File: src/isa_pkg.sv
// ##########################################################
// instruction-level encodings shared by dispatch and issue
// the operand word is decoded by the unit that owns the row
// ##########################################################
package isa_pkg;

    localparam int NUM_REGS = 32;

    // unit select, doubles as the status table row index
    typedef enum logic [2:0] {
        FU_ALU  = 3'd0,
        FU_LDST = 3'd1,
        FU_BR   = 3'd2,
        FU_MLS  = 3'd3,
        FU_GEMM = 3'd4
    } fu_sel_e;

    typedef logic [4:0]  regbits_t;
    typedef logic [3:0]  matbits_t;
    typedef logic [31:0] word_t;

    // ALU, load/store and branch operands
    typedef struct packed {
        regbits_t    rs1;
        regbits_t    rs2;
        logic [15:0] imm;
    } scalar_ops_t;

    // matrix operands, rs1 is the scalar address base for loads and stores
    typedef struct packed {
        matbits_t   md;
        matbits_t   ms1;
        matbits_t   ms2;
        matbits_t   ms3;
        regbits_t   rs1;
        logic [4:0] pad;
    } matrix_ops_t;

    // one dispatched operand word, two views
    typedef union packed {
        scalar_ops_t s;
        matrix_ops_t m;
    } operands_u;

endpackage

File: src/datapath_pkg.sv
// ##########################################################
// scheduling types for the status tables and issue packet
// tags hold producer unit plus one, zero means operand ready
// ##########################################################
package datapath_pkg;

    import isa_pkg::*;

    localparam int NUM_FU    = 5;
    localparam int NUM_SROWS = 3;
    localparam int NUM_MROWS = 2;
    // first row owned by the matrix table
    localparam int MROW_BASE = 3;
    localparam int AGE_W     = 3;
    localparam int AGE_MAX   = 4;

    typedef logic [2:0] tag_t;

    typedef enum logic [1:0] {
        FUST_EMPTY = 2'd0,
        FUST_WAIT  = 2'd1,
        FUST_RDY   = 2'd2,
        FUST_EX    = 2'd3
    } fust_state_e;

    typedef struct packed {
        regbits_t  rd;
        tag_t      t1;
        tag_t      t2;
        tag_t      t3;
        operands_u ops;
    } fust_row_t;

    typedef struct packed {
        logic      valid;
        fu_sel_e   fu;
        regbits_t  rd;
        tag_t      t1;
        tag_t      t2;
        tag_t      t3;
        operands_u ops;
    } dispatch_t;

    typedef struct packed {
        logic              rw_en;
        regbits_t          rw;
        word_t             wdata;
        logic [NUM_FU-1:0] fu_done;
    } wb_t;

    typedef struct packed {
        logic [NUM_FU-1:0] fu_en;
        regbits_t          rd;
        word_t             rdat1;
        word_t             rdat2;
        word_t             imm;
        matbits_t          md;
        matbits_t          ms1;
        matbits_t          ms2;
        matbits_t          ms3;
    } issue_t;

    // drop a tag whose producer signals done this cycle
    function automatic tag_t clear_tag(tag_t t, logic [NUM_FU-1:0] done);
        tag_t r;
        r = t;
        // tags above NUM_FU name no unit and are left alone
        if (t != '0 && int'(t) <= NUM_FU) begin
            if (done[t - 3'd1]) begin
                r = '0;
            end
        end
        return r;
    endfunction

endpackage

File: src/regfile.sv
// ##########################################################
// 32 x 32 scalar registers, r0 reads zero
// reads see a write from the same cycle
// ##########################################################
`timescale 1ns/1ps

module regfile
    import isa_pkg::*;
(
    input  logic     CLK,
    input  logic     nRST,
    input  logic     wen,
    input  regbits_t wsel,
    input  word_t    wdata,
    input  regbits_t rsel1,
    input  regbits_t rsel2,
    output word_t    rdat1,
    output word_t    rdat2
);

    word_t [NUM_REGS-1:0] regs;

    always_ff @(posedge CLK, negedge nRST) begin
        if (!nRST) begin
            regs <= '0;
        end else if (wen && wsel != '0) begin
            regs[wsel] <= wdata;
        end
    end

    // one read port, shared by both selects
    function automatic word_t read_port(regbits_t sel);
        word_t d;
        if (sel == '0) begin
            d = '0;
        end else if (wen && wsel == sel) begin
            d = wdata;
        end else begin
            d = regs[sel];
        end
        return d;
    endfunction

    always_comb begin
        rdat1 = read_port(rsel1);
        rdat2 = read_port(rsel2);
    end

endmodule

File: src/fust_scalar.sv
// ##########################################################
// status rows for ALU, load/store and branch
// t3 is not used by scalar rows and is stored as zero
// ##########################################################
`timescale 1ns/1ps

module fust_scalar
    import isa_pkg::*;
    import datapath_pkg::*;
(
    input  logic                      CLK,
    input  logic                      nRST,
    input  logic                      en,
    input  fu_sel_e                   row_sel,
    input  fust_row_t                 row_in,
    input  logic [NUM_FU-1:0]         fu_done,
    output fust_row_t [NUM_SROWS-1:0] rows
);

    fust_row_t wr_row;

    always_comb begin
        wr_row    = row_in;
        wr_row.t3 = '0;
    end

    always_ff @(posedge CLK, negedge nRST) begin
        if (!nRST) begin
            rows <= '0;
        end else begin
            for (int i = 0; i < NUM_SROWS; i++) begin
                // a fresh dispatch wins over a clear to the same row
                if (en && row_sel == fu_sel_e'(i)) begin
                    rows[i] <= wr_row;
                end else begin
                    rows[i].t1 <= clear_tag(rows[i].t1, fu_done);
                    rows[i].t2 <= clear_tag(rows[i].t2, fu_done);
                end
            end
        end
    end

endmodule

File: src/fust_matrix.sv
// ##########################################################
// status rows for matrix load/store and GEMM
// row 0 here is unit 3, row 1 is unit 4
// ##########################################################
`timescale 1ns/1ps

module fust_matrix
    import isa_pkg::*;
    import datapath_pkg::*;
(
    input  logic                      CLK,
    input  logic                      nRST,
    input  logic                      en,
    input  fu_sel_e                   row_sel,
    input  fust_row_t                 row_in,
    input  logic [NUM_FU-1:0]         fu_done,
    output fust_row_t [NUM_MROWS-1:0] rows
);

    always_ff @(posedge CLK, negedge nRST) begin
        if (!nRST) begin
            rows <= '0;
        end else begin
            for (int i = 0; i < NUM_MROWS; i++) begin
                if (en && row_sel == fu_sel_e'(MROW_BASE + i)) begin
                    rows[i] <= row_in;
                end else begin
                    // GEMM can wait on three producers
                    rows[i].t1 <= clear_tag(rows[i].t1, fu_done);
                    rows[i].t2 <= clear_tag(rows[i].t2, fu_done);
                    rows[i].t3 <= clear_tag(rows[i].t3, fu_done);
                end
            end
        end
    end

endmodule

File: src/issue.sv
// ##########################################################
// oldest-ready issue, one unit per cycle, no flush, no WAR stall
// on equal age the lower row index issues first
// ##########################################################
`timescale 1ns/1ps

module issue
    import isa_pkg::*;
    import datapath_pkg::*;
(
    input  logic                     CLK,
    input  logic                     nRST,
    input  dispatch_t                disp,
    input  wb_t                      wb,
    input  logic                     freeze,
    output issue_t                   out,
    output logic [NUM_FU-1:0]        busy,
    output fust_state_e [NUM_FU-1:0] fust_state
);

    fust_row_t                 disp_row;
    fust_row_t [NUM_SROWS-1:0] s_rows;
    fust_row_t [NUM_MROWS-1:0] m_rows;
    fust_row_t [NUM_FU-1:0]    rows;
    fust_row_t                 sel_row;
    fust_state_e [NUM_FU-1:0]  state;
    fust_state_e [NUM_FU-1:0]  next_state;
    logic [NUM_FU-1:0][AGE_W-1:0] age;
    logic [AGE_W-1:0]          best_age;
    logic [NUM_FU-1:0]         cand;
    logic [NUM_FU-1:0]         sel_oh;
    logic                      found;
    logic                      sel_valid;
    logic                      s_en;
    logic                      m_en;
    fu_sel_e                   sel_fu;
    regbits_t                  rsel1;
    regbits_t                  rsel2;
    word_t                     rdat1;
    word_t                     rdat2;
    issue_t                    pkt;

    // dispatch goes to whichever table owns the row
    assign disp_row = '{rd: disp.rd, t1: disp.t1, t2: disp.t2, t3: disp.t3, ops: disp.ops};
    assign s_en     = disp.valid && int'(disp.fu) < MROW_BASE;
    assign m_en     = disp.valid && int'(disp.fu) >= MROW_BASE;

    fust_scalar u_fust_scalar (
        .CLK     (CLK),
        .nRST    (nRST),
        .en      (s_en),
        .row_sel (disp.fu),
        .row_in  (disp_row),
        .fu_done (wb.fu_done),
        .rows    (s_rows)
    );

    fust_matrix u_fust_matrix (
        .CLK     (CLK),
        .nRST    (nRST),
        .en      (m_en),
        .row_sel (disp.fu),
        .row_in  (disp_row),
        .fu_done (wb.fu_done),
        .rows    (m_rows)
    );

    regfile u_regfile (
        .CLK   (CLK),
        .nRST  (nRST),
        .wen   (wb.rw_en),
        .wsel  (wb.rw),
        .wdata (wb.wdata),
        .rsel1 (rsel1),
        .rsel2 (rsel2),
        .rdat1 (rdat1),
        .rdat2 (rdat2)
    );

    assign rows = {m_rows, s_rows};

    // a waiting row with no pending tag may issue
    always_comb begin
        for (int i = 0; i < NUM_FU; i++) begin
            cand[i] = (state[i] == FUST_WAIT || state[i] == FUST_RDY) &&
                      rows[i].t1 == '0 && rows[i].t2 == '0 && rows[i].t3 == '0;
        end
    end

    always_comb begin : select
        found    = 1'b0;
        sel_fu   = FU_ALU;
        best_age = '0;
        for (int i = 0; i < NUM_FU; i++) begin
            if (cand[i] && (!found || age[i] > best_age)) begin
                found    = 1'b1;
                sel_fu   = fu_sel_e'(i);
                best_age = age[i];
            end
        end
        sel_valid      = found && !freeze;
        sel_oh         = '0;
        sel_oh[sel_fu] = sel_valid;
    end

    always_comb begin : next_row_state
        next_state = state;
        for (int i = 0; i < NUM_FU; i++) begin
            case (state[i])
                FUST_EMPTY: begin
                    if (disp.valid && disp.fu == fu_sel_e'(i)) begin
                        next_state[i] = FUST_WAIT;
                    end
                end
                FUST_WAIT, FUST_RDY: begin
                    if (sel_oh[i]) begin
                        next_state[i] = FUST_EX;
                    end else if (cand[i]) begin
                        next_state[i] = FUST_RDY;
                    end
                end
                FUST_EX: begin
                    if (wb.fu_done[i]) begin
                        next_state[i] = FUST_EMPTY;
                    end
                end
                default: next_state[i] = FUST_EMPTY;
            endcase
        end
    end

    always_ff @(posedge CLK, negedge nRST) begin
        if (!nRST) begin
            for (int i = 0; i < NUM_FU; i++) begin
                state[i] <= FUST_EMPTY;
            end
        end else begin
            state <= next_state;
        end
    end

    // ages move only on dispatch and saturate
    always_ff @(posedge CLK, negedge nRST) begin
        if (!nRST) begin
            age <= '0;
        end else if (disp.valid) begin
            for (int i = 0; i < NUM_FU; i++) begin
                if (disp.fu == fu_sel_e'(i)) begin
                    age[i] <= '0;
                end else if (state[i] != FUST_EMPTY && age[i] < AGE_W'(AGE_MAX)) begin
                    age[i] <= age[i] + 1'b1;
                end
            end
        end
    end

    // register reads follow the selected row's operand view
    always_comb begin : decode
        sel_row = rows[sel_fu];
        rsel1   = '0;
        rsel2   = '0;
        if (sel_fu == FU_MLS) begin
            rsel1 = sel_row.ops.m.rs1;
        end else if (sel_fu != FU_GEMM) begin
            rsel1 = sel_row.ops.s.rs1;
            rsel2 = sel_row.ops.s.rs2;
        end
    end

    always_comb begin : packet
        pkt = '0;
        if (sel_valid) begin
            pkt.fu_en = sel_oh;
            pkt.rd    = sel_row.rd;
            case (sel_fu)
                FU_MLS: begin
                    pkt.rdat1 = rdat1;
                    pkt.md    = sel_row.ops.m.md;
                end
                FU_GEMM: begin
                    pkt.md  = sel_row.ops.m.md;
                    pkt.ms1 = sel_row.ops.m.ms1;
                    pkt.ms2 = sel_row.ops.m.ms2;
                    pkt.ms3 = sel_row.ops.m.ms3;
                end
                default: begin
                    pkt.rdat1 = rdat1;
                    pkt.rdat2 = rdat2;
                    pkt.imm   = word_t'(sel_row.ops.s.imm);
                end
            endcase
        end
    end

    always_ff @(posedge CLK, negedge nRST) begin
        if (!nRST) begin
            out <= '0;
        end else if (!freeze) begin
            out <= pkt;
        end
    end

    always_comb begin
        for (int i = 0; i < NUM_FU; i++) begin
            busy[i] = state[i] != FUST_EMPTY;
        end
    end

    assign fust_state = state;

endmodule

File: config.mk
export PLATFORM = sky130hd
export DESIGN_NAME = issue
export DESIGN_NICKNAME = d
export VERILOG_FILES = /design/src/isa_pkg.sv /design/src/datapath_pkg.sv /design/src/regfile.sv /design/src/fust_scalar.sv /design/src/fust_matrix.sv /design/src/issue.sv
export SDC_FILE = /design/constraint.sdc
export NUM_CORES = 2
export LEC_CHECK = 0
export BUFFER_PORTS_ARGS = -buffer_cell sky130_fd_sc_hd__buf_2
export CAP_MARGIN = 30
export CORE_MARGIN = 5
export CORE_UTILIZATION = 50
export CTS_CLUSTER_SIZE = 20
export DETAILED_ROUTE_END_ITERATION = 10
export PLACE_DENSITY = 0.67
export SLEW_MARGIN = 0
export SYNTH_ARGS = -nofsm -noshare
export SYNTH_HDL_FRONTEND = slang
export SYNTH_SLANG_ARGS = --single-unit
File: constraint.sdc
create_clock -name CLK -period 13.8 [get_ports CLK]
set_input_delay 0.69 -clock CLK [delete_from_list [all_inputs] [get_ports CLK]]
set_output_delay 0.69 -clock CLK [all_outputs]
set_load 0.03 [all_outputs]
# After elaboration in Yosys (flattened, before gate mapping)
# Cells that the tools add are included.
# totals
mem_count	0
word_cells	456
mem_bits_rw	0
regBits	1362
input_bits	90
output_inout_bits	137
latch_bits	0
mem_bits_ro	0
# op_classes
muxes	125
n_mul	0
eq_ne	39
n_div	0
n_bitwise	1
n_addsub	17
shift	0
magnitude_cmp	41
n_reduce_logical	160
# op_table
operator	n
bitwise mux 1024 bit	1
binary-select mux 32 bit (select 5 bit)	2
2-to-1 mux 32 bit	8
demux 32 bit (select 5 bit)	1
2-to-1 mux 3 bit	41
2-to-1 mux 122 bit	1
binary-select mux 40 bit (select 3 bit)	1
nonzero test 2 bit	34
2-to-1 mux 64 bit	1
less-than comparator 3 x 4 -> 1 bit, second input constant	13
logical AND 1 bit	51
2-to-1 mux 2 bit	20
2-to-1 mux 40 bit	1
zero test 3 bit	13
binary-select mux 1 bit (select 3 bit)	12
less-or-equal comparator 3 bit, second input constant	12
nonzero test 3 bit	12
subtractor 3 x 1 -> 3 bit, second input constant	12
AND reduction 2 bit	17
case mux 2 bit (3 select lines)	5
equality test 2 bit, second input constant	10
2-to-1 mux 5 bit	4
!= test 2 bit, second input constant	10
2-to-1 mux 1 bit	19
27 further kinds	82

# Logic depth before layout (Yosys ltp)
# logic_depth
depth_word	31
mapped_depth	47
ltp_nobuf	38

# Cells and area by module
# From an unflattened synthesis, not the netlist that was laid out.
# hier_totals
hier_cells	5048
area_unflattened_um2	70644.0
# by_module_without_submodules
module	cells_each	area_per_inst_um2	n_inst	seq_area_each_um2
regfile	3720	54619.9	1	25624.6
issue	727	7170.6	1	3278.1
fust_scalar	337	5039.8	1	2777.7
fust_matrix	264	3813.7	1	2001.9

# Worst setup path after synthesis
# No wires, ideal clock.
# synth_timing
kind	register -> register
from	reg state (netlist bit fust_state[0])
to	reg out[102] (netlist name)
setup_slack_ps	5447
path_stages_with_launch	44
setup_ps	90
t_arrival_ps	8263
path_buffers	6
period_less_slack_ps	8353
required_ps	13710
path_cell_list	dfrtp_1 inv_1 ha_1 and3_1 buf_2 and2_1 ha_1 nand3_1 o21ai_0 o21a_1 nor2_1 nor2_1 a21oi_1 ha_1 and3b_1 o21ai_0 o21ai_1 nand2_1 [... 8 more ...] nor2_1 clkbuf_1 nor2_1 a21oi_1 ha_1 nand3_1 o21ai_0 or3_1 and3_1 clkbuf_1 and2_1 a21oi_4 xnor2_1 nor4b_4 nand4b_1 buf_2 or4_1 o2111ai_1
# synth_between
elab_chain_cells	31
word_cells_on_any_way	51
cone_classes	order compare: 4; eq/ne: 6; mux: 23; reduce/logical: 18
# synth_lines
item	line	text
from (decl)	issue.sv:26	fust_state_e [NUM_FU-1:0] state;
from (signal assigned)	issue.sv:138	state <= next_state;
equality test 2 x 1 -> 1 bit or equality test 2 bit (tied branches)	issue.sv:85	cand[i] = (state[i] == FUST_WAIT || state[i] == FUST_RDY) &&
logical OR 1 bit *	issue.sv:85	
logical AND 1 bit *	issue.sv:85	
logical AND 1 bit *	issue.sv:86	rows[i].t1 == '0 && rows[i].t2 == '0 && rows[i].t3 == '0;
2-to-1 mux 3 bit or 2-to-1 mux 1 bit (tied branches)	issue.sv:95	if (cand[i] && (!found || age[i] > best_age)) begin
> comparator 3 bit or zero test 1 bit (tied branches)	issue.sv:95	
logical OR 1 bit	issue.sv:95	
logical AND 1 bit	issue.sv:95	
[... 15 more ...]	n/a	
2-to-1 mux 5 bit	issue.sv:164	end else if (sel_fu != FU_GEMM) begin
2-to-1 mux 5 bit	issue.sv:162	if (sel_fu == FU_MLS) begin
binary-select mux 32 bit (select 5 bit) or equality test 5 bit (tied branches)	regfile.sv:39, regfile.sv:36	
2-to-1 mux 32 bit (implied by the code) or logical AND 1 bit (tied branches)	regfile.sv:39, regfile.sv:36	
2-to-1 mux 32 bit	regfile.sv:36	end else if (wen && wsel == sel) begin
2-to-1 mux 32 bit	regfile.sv:34	if (sel == '0) begin
2-to-1 mux 32 bit	issue.sv:175	case (sel_fu)
2-to-1 mux 122 bit *	issue.sv:172	if (sel_valid) begin
to (signal assigned)	issue.sv:199	out <= pkt;
to (decl)	issue.sv:16	output issue_t out,
# Mark *: on every way between the ends. The rest lies on a longest branch, timed or not. The select of a mux whose other input is x is not followed.
# A chain may end at the register's enable or synchronous reset.

# Worst setup path after layout
# layout_timing
from	reg u_fust_scalar.rows[32] (netlist name)
to	reg out[67] (netlist name)
# layout_between
elab_chain_cells	30
word_cells_on_any_way	50
cone_classes	order compare: 4; eq/ne: 4; mux: 23; reduce/logical: 19
# layout_lines
item	line
zero test 3 bit *	issue.sv:86
logical AND 1 bit *	issue.sv:85
logical AND 1 bit *	issue.sv:86
2-to-1 mux 3 bit or 2-to-1 mux 1 bit (tied branches)	issue.sv:95
> comparator 3 bit or zero test 1 bit (tied branches)	issue.sv:95
logical OR 1 bit	issue.sv:95
logical AND 1 bit	issue.sv:95
2-to-1 mux 3 bit or 2-to-1 mux 1 bit (tied branches)	issue.sv:95
[... 14 more ...]	n/a
2-to-1 mux 5 bit	issue.sv:164
2-to-1 mux 5 bit	issue.sv:162
binary-select mux 32 bit (select 5 bit) or equality test 5 bit (tied branches)	regfile.sv:39, regfile.sv:36
2-to-1 mux 32 bit (implied by the code) or logical AND 1 bit (tied branches)	regfile.sv:39, regfile.sv:36
2-to-1 mux 32 bit	regfile.sv:36
2-to-1 mux 32 bit	regfile.sv:34
2-to-1 mux 64 bit	issue.sv:175
2-to-1 mux 122 bit *	issue.sv:172
# Marked as above.

==> results summary <==
The placer's final routability congestion estimate came out at 0.883. Once detail routing completed, the nets flagged for antenna violations numbered 0. The final count of negative-setup-slack endpoints came out at 0.

The routed design has 244000 um of wire. The sequential share of the synthesized area is 0.470. The number of synthesized register bits is 1320. The iteration-0 DRC count of the detailed router came out at 7605. The endpoint arrival time on the critical path came out at 12.60 ns. The wire length of the first global-routing pass came out at 365000 um. In the synthesized netlist the async set-or-reset flop fraction comes to 1.00. In this run the clock root is driven by a sky130_fd_sc_hd__clkbuf_16. The pin slew with the least headroom to its limit came out at 1.09 ns.

The core box area is 140000 um^2. Counting the buffers created by CTS gives 144. The sum of negative setup slack came out at 0 ns. STA classifies the critical path endpoint as a flip-flop. The largest driver fanout on the critical path came out at 23. The detailed router placed 58900 vias in this run. The number of nets in the layout is 7040. The post-route minimum period came out at 11.93 ns. The via count of the first global-routing pass came out at 57000. The delay contributed by the slowest stage of the critical path is 0.84 ns. Across every metal layer, demand over resource in global routing totals 0.321.

The fraction of final layout cells sized beyond drive strength 1 came out at 0.249. After detailed routing, the number of vias per cell comes to 6.64. The post-route clock skew came out at 0.0284 ns. The commonest register cell after synthesis is sky130_fd_sc_hd__dfrtp_1. The total overflow left after global routing is 0. The maximum number of buffers from clock root to sink is 3. The number of library cell types mapped by synthesis is 73. Synthesis produced 7097 cells. For this run, design rule violations remaining after detail routing come to 0. The number of hold-slack violations in the final timing report is 0.

The number of standard cells in the final layout excluding fillers came out at 8873. At the worst endpoint, the required time is 14.47 ns. The number of instances in the placed design is 8613. The pin count of the biggest net entering global routing is 174. The floorplan die area came out at 148000 um^2. Dividing the final minimum period by the clock period gives 0.865. The worst pin sits at a relative slew slack of 0.272. The I/O pin count is 227.

The type of element launching the critical path is a flip-flop. The number of input and output port buffers inserted is 210. The run finished with clean final reports. The cell area after synthesis is 70300 um^2. The clock transition at the registers of the reported paths came out at 0.06 ns. The buffer and inverter count on the worst path came out at 2. The count of max-cap constraint violations came out at 0. The number of enable flip-flop cells after synthesis is 0. The slowest stage of the critical path belongs to the cell sky130_fd_sc_hd__nand2b_2. Once detailed placement completed, the half-perimeter wirelength came to 136000 um. The startpoint of the worst register-to-register path is u_fust_scalar.rows[32]. The clock insertion delay at the later pin of the skew report came out at 0.80 ns. The average wire per standard cell came out at 27.5 um. The clock net in this run drives a total of 1320 sinks.

Setup repair after global routing left no endpoint under its margin. The maximum frequency from static timing analysis came out at 0.0838 GHz. Tracing the worst setup path back leads to its startpoint at u_fust_scalar.rows[32].

The worst hold path class is in -> reg. The deepest level of the CTS H-tree is 4. The layout filler cell count is 12100.

The number of antenna violations at the first check in global routing came out at 7. The critical path class is reg -> reg. The family with the most delay on the worst path is simple AND/OR/NAND/NOR gates. Averaged over all synthesized cells, the footprint is 9.91 um^2. Row generation in the floorplan step produced 137 rows. The area growth from synthesis to layout is 9.83%.

The worst hold path startpoint is disp[5]. After clock tree synthesis, the setup repair step added 0 buffers. The number of warning messages in the yosys log came out at 0. TritonCTS built the clock tree. The iteration count of the initial detailed-routing pass came out at 7.

The width of the chip came out at 385 um. The number of pins with negative max-slew slack in the final report came out at 0. The vertical extent of the die came out at 385 um. The starting density of the core is 0.503.
-- layout by cell type (no fill, tap or decap), types with 77 or more instances in the layout --
cell type | Yosys | layout
sky130_fd_sc_hd__nand3_1 | 249 | 248
sky130_fd_sc_hd__a221oi_1 | 96 | 96
sky130_fd_sc_hd__clkbuf_16 | 0 | 148
sky130_fd_sc_hd__buf_2 | 108 | 210
sky130_fd_sc_hd__o21ai_0 | 166 | 165
sky130_fd_sc_hd__dfrtp_1 | 1320 | 1320
sky130_fd_sc_hd__o22ai_1 | 77 | 77
sky130_fd_sc_hd__a21oi_1 | 707 | 707
sky130_fd_sc_hd__mux2i_1 | 209 | 209
sky130_fd_sc_hd__buf_4 | 19 | 99
sky130_fd_sc_hd__a22oi_1 | 163 | 163
sky130_fd_sc_hd__mux2_2 | 1097 | 1097
sky130_fd_sc_hd__nand2_1 | 1419 | 1395
-- cells in the mapped netlist, types with 44 or more instances --
library cell	n	area share
sky130_fd_sc_hd__dfrtp_1	1320	0.47
sky130_fd_sc_hd__nand2_1	1419	0.076
sky130_fd_sc_hd__nand3_1	249	0.018
sky130_fd_sc_hd__ha_1	62	0.011
sky130_fd_sc_hd__a31oi_1	44	0.0039
sky130_fd_sc_hd__o22ai_1	77	0.0069
sky130_fd_sc_hd__mux2_2	1097	0.18
sky130_fd_sc_hd__clkbuf_1	490	0.026
sky130_fd_sc_hd__buf_2	108	0.0077
sky130_fd_sc_hd__buf_1	85	0.0045
sky130_fd_sc_hd__a22o_1	44	0.0055
sky130_fd_sc_hd__or4_1	62	0.0066
sky130_fd_sc_hd__o21ai_0	166	0.012
sky130_fd_sc_hd__nor2_1	94	0.0050
sky130_fd_sc_hd__inv_1	63	0.0034
sky130_fd_sc_hd__mux2i_1	209	0.030
sky130_fd_sc_hd__a21oi_1	707	0.050
sky130_fd_sc_hd__a22oi_1	163	0.017
sky130_fd_sc_hd__nor3_1	70	0.0050
sky130_fd_sc_hd__a221oi_1	96	0.012
-- worst min-delay path: stages --
cell	delay (ns)
sky130_fd_sc_hd__buf_2	0.12
sky130_fd_sc_hd__nand2_1	0.05
sky130_fd_sc_hd__nand2_1	0.05
-- metrics by stage --
stage | hold slack, ns | instance area, um^2 | util | setup WS (ns)
4_1_cts | 0.0957 | 77100 | 0.552 | 2.23
2_1_floorplan | 0.394 | 70400 | - | 5.45
6_report | 0.151 | 77200 | 0.553 | 1.87
5_1_grt | 0.133 | 77200 | 0.553 | 1.23
3_3_place_gp | 0.386 | 72300 | 0.517 | 2.31
3_5_place_dp | 0.387 | 72400 | 0.518 | 2.27
-- sequential cells by signal, indices dropped and copies added (netlist names) --
signal,cells
u_fust_matrix.rows,54
out,106
age,15
u_fust_scalar.rows,111
fust_state,10
u_regfile.regs,1024
-- cell type report --
class	count	area, um^2	share of cell area
flip-flops and latches	1320	33000	0.428
multi-input cells	5027	34600	0.448
well taps	1876	2350	0.0304
clock buffers	214	4240	0.0549
repair buffers	332	2290	0.0297
inverters	63	236	0.00306
diodes	4	10.0	0.000130
clock inverters	37	428	0.00554
-- metal layers --
metal  track usage  vias to the layer above  wire [um]
li1              -                    24900          -
met1         0.443                    29700      97500
met2         0.480                     3601     107000
met3        0.0704                      747      26000
met4         0.162                        4      13400
met5             0                        -         29
-- logic make-up after synthesis --
logic type | Yosys count | synth area share
and+or+nand+nor | 2070 | 0.127
AOI/OAI and AO/OA | 1544 | 0.136
muxes | 1321 | 0.210
DFF | 1320 | 0.470
buffers and inverters | 765 | 0.0438
adders and majority gates | 62 | 0.0110
xor gates and xnor gates | 14 | 0.00174
other | 1 | 0.0000533
-- timing repair --
action | CTS | global route
hold buffers | 1 | 0
endpoints found under the hold margin | 91 | 0
endpoints found under the setup margin | 0 | 0
resized for setup | 0 | 0
-- path summary, 6_finish.rpt --
path | endpoint | slack (ns) | cells after the start
hold / removal | u_fust_matrix.rows[5] | 0.15 | 3
setup reg to reg | out[67] | 1.87 | 35
min in group asynchronous | out[115] | 0.55 | 2
hold reg to reg | u_regfile.regs[24] | 0.40 | 0
max in group asynchronous | u_regfile.regs[336] | 10.12 | 5
setup / recovery | out[67] | 1.87 | 35
Power is left out: the tool's default activity adds up to more than one toggle a clock period on the data nets, which glitch-free logic cannot reach.
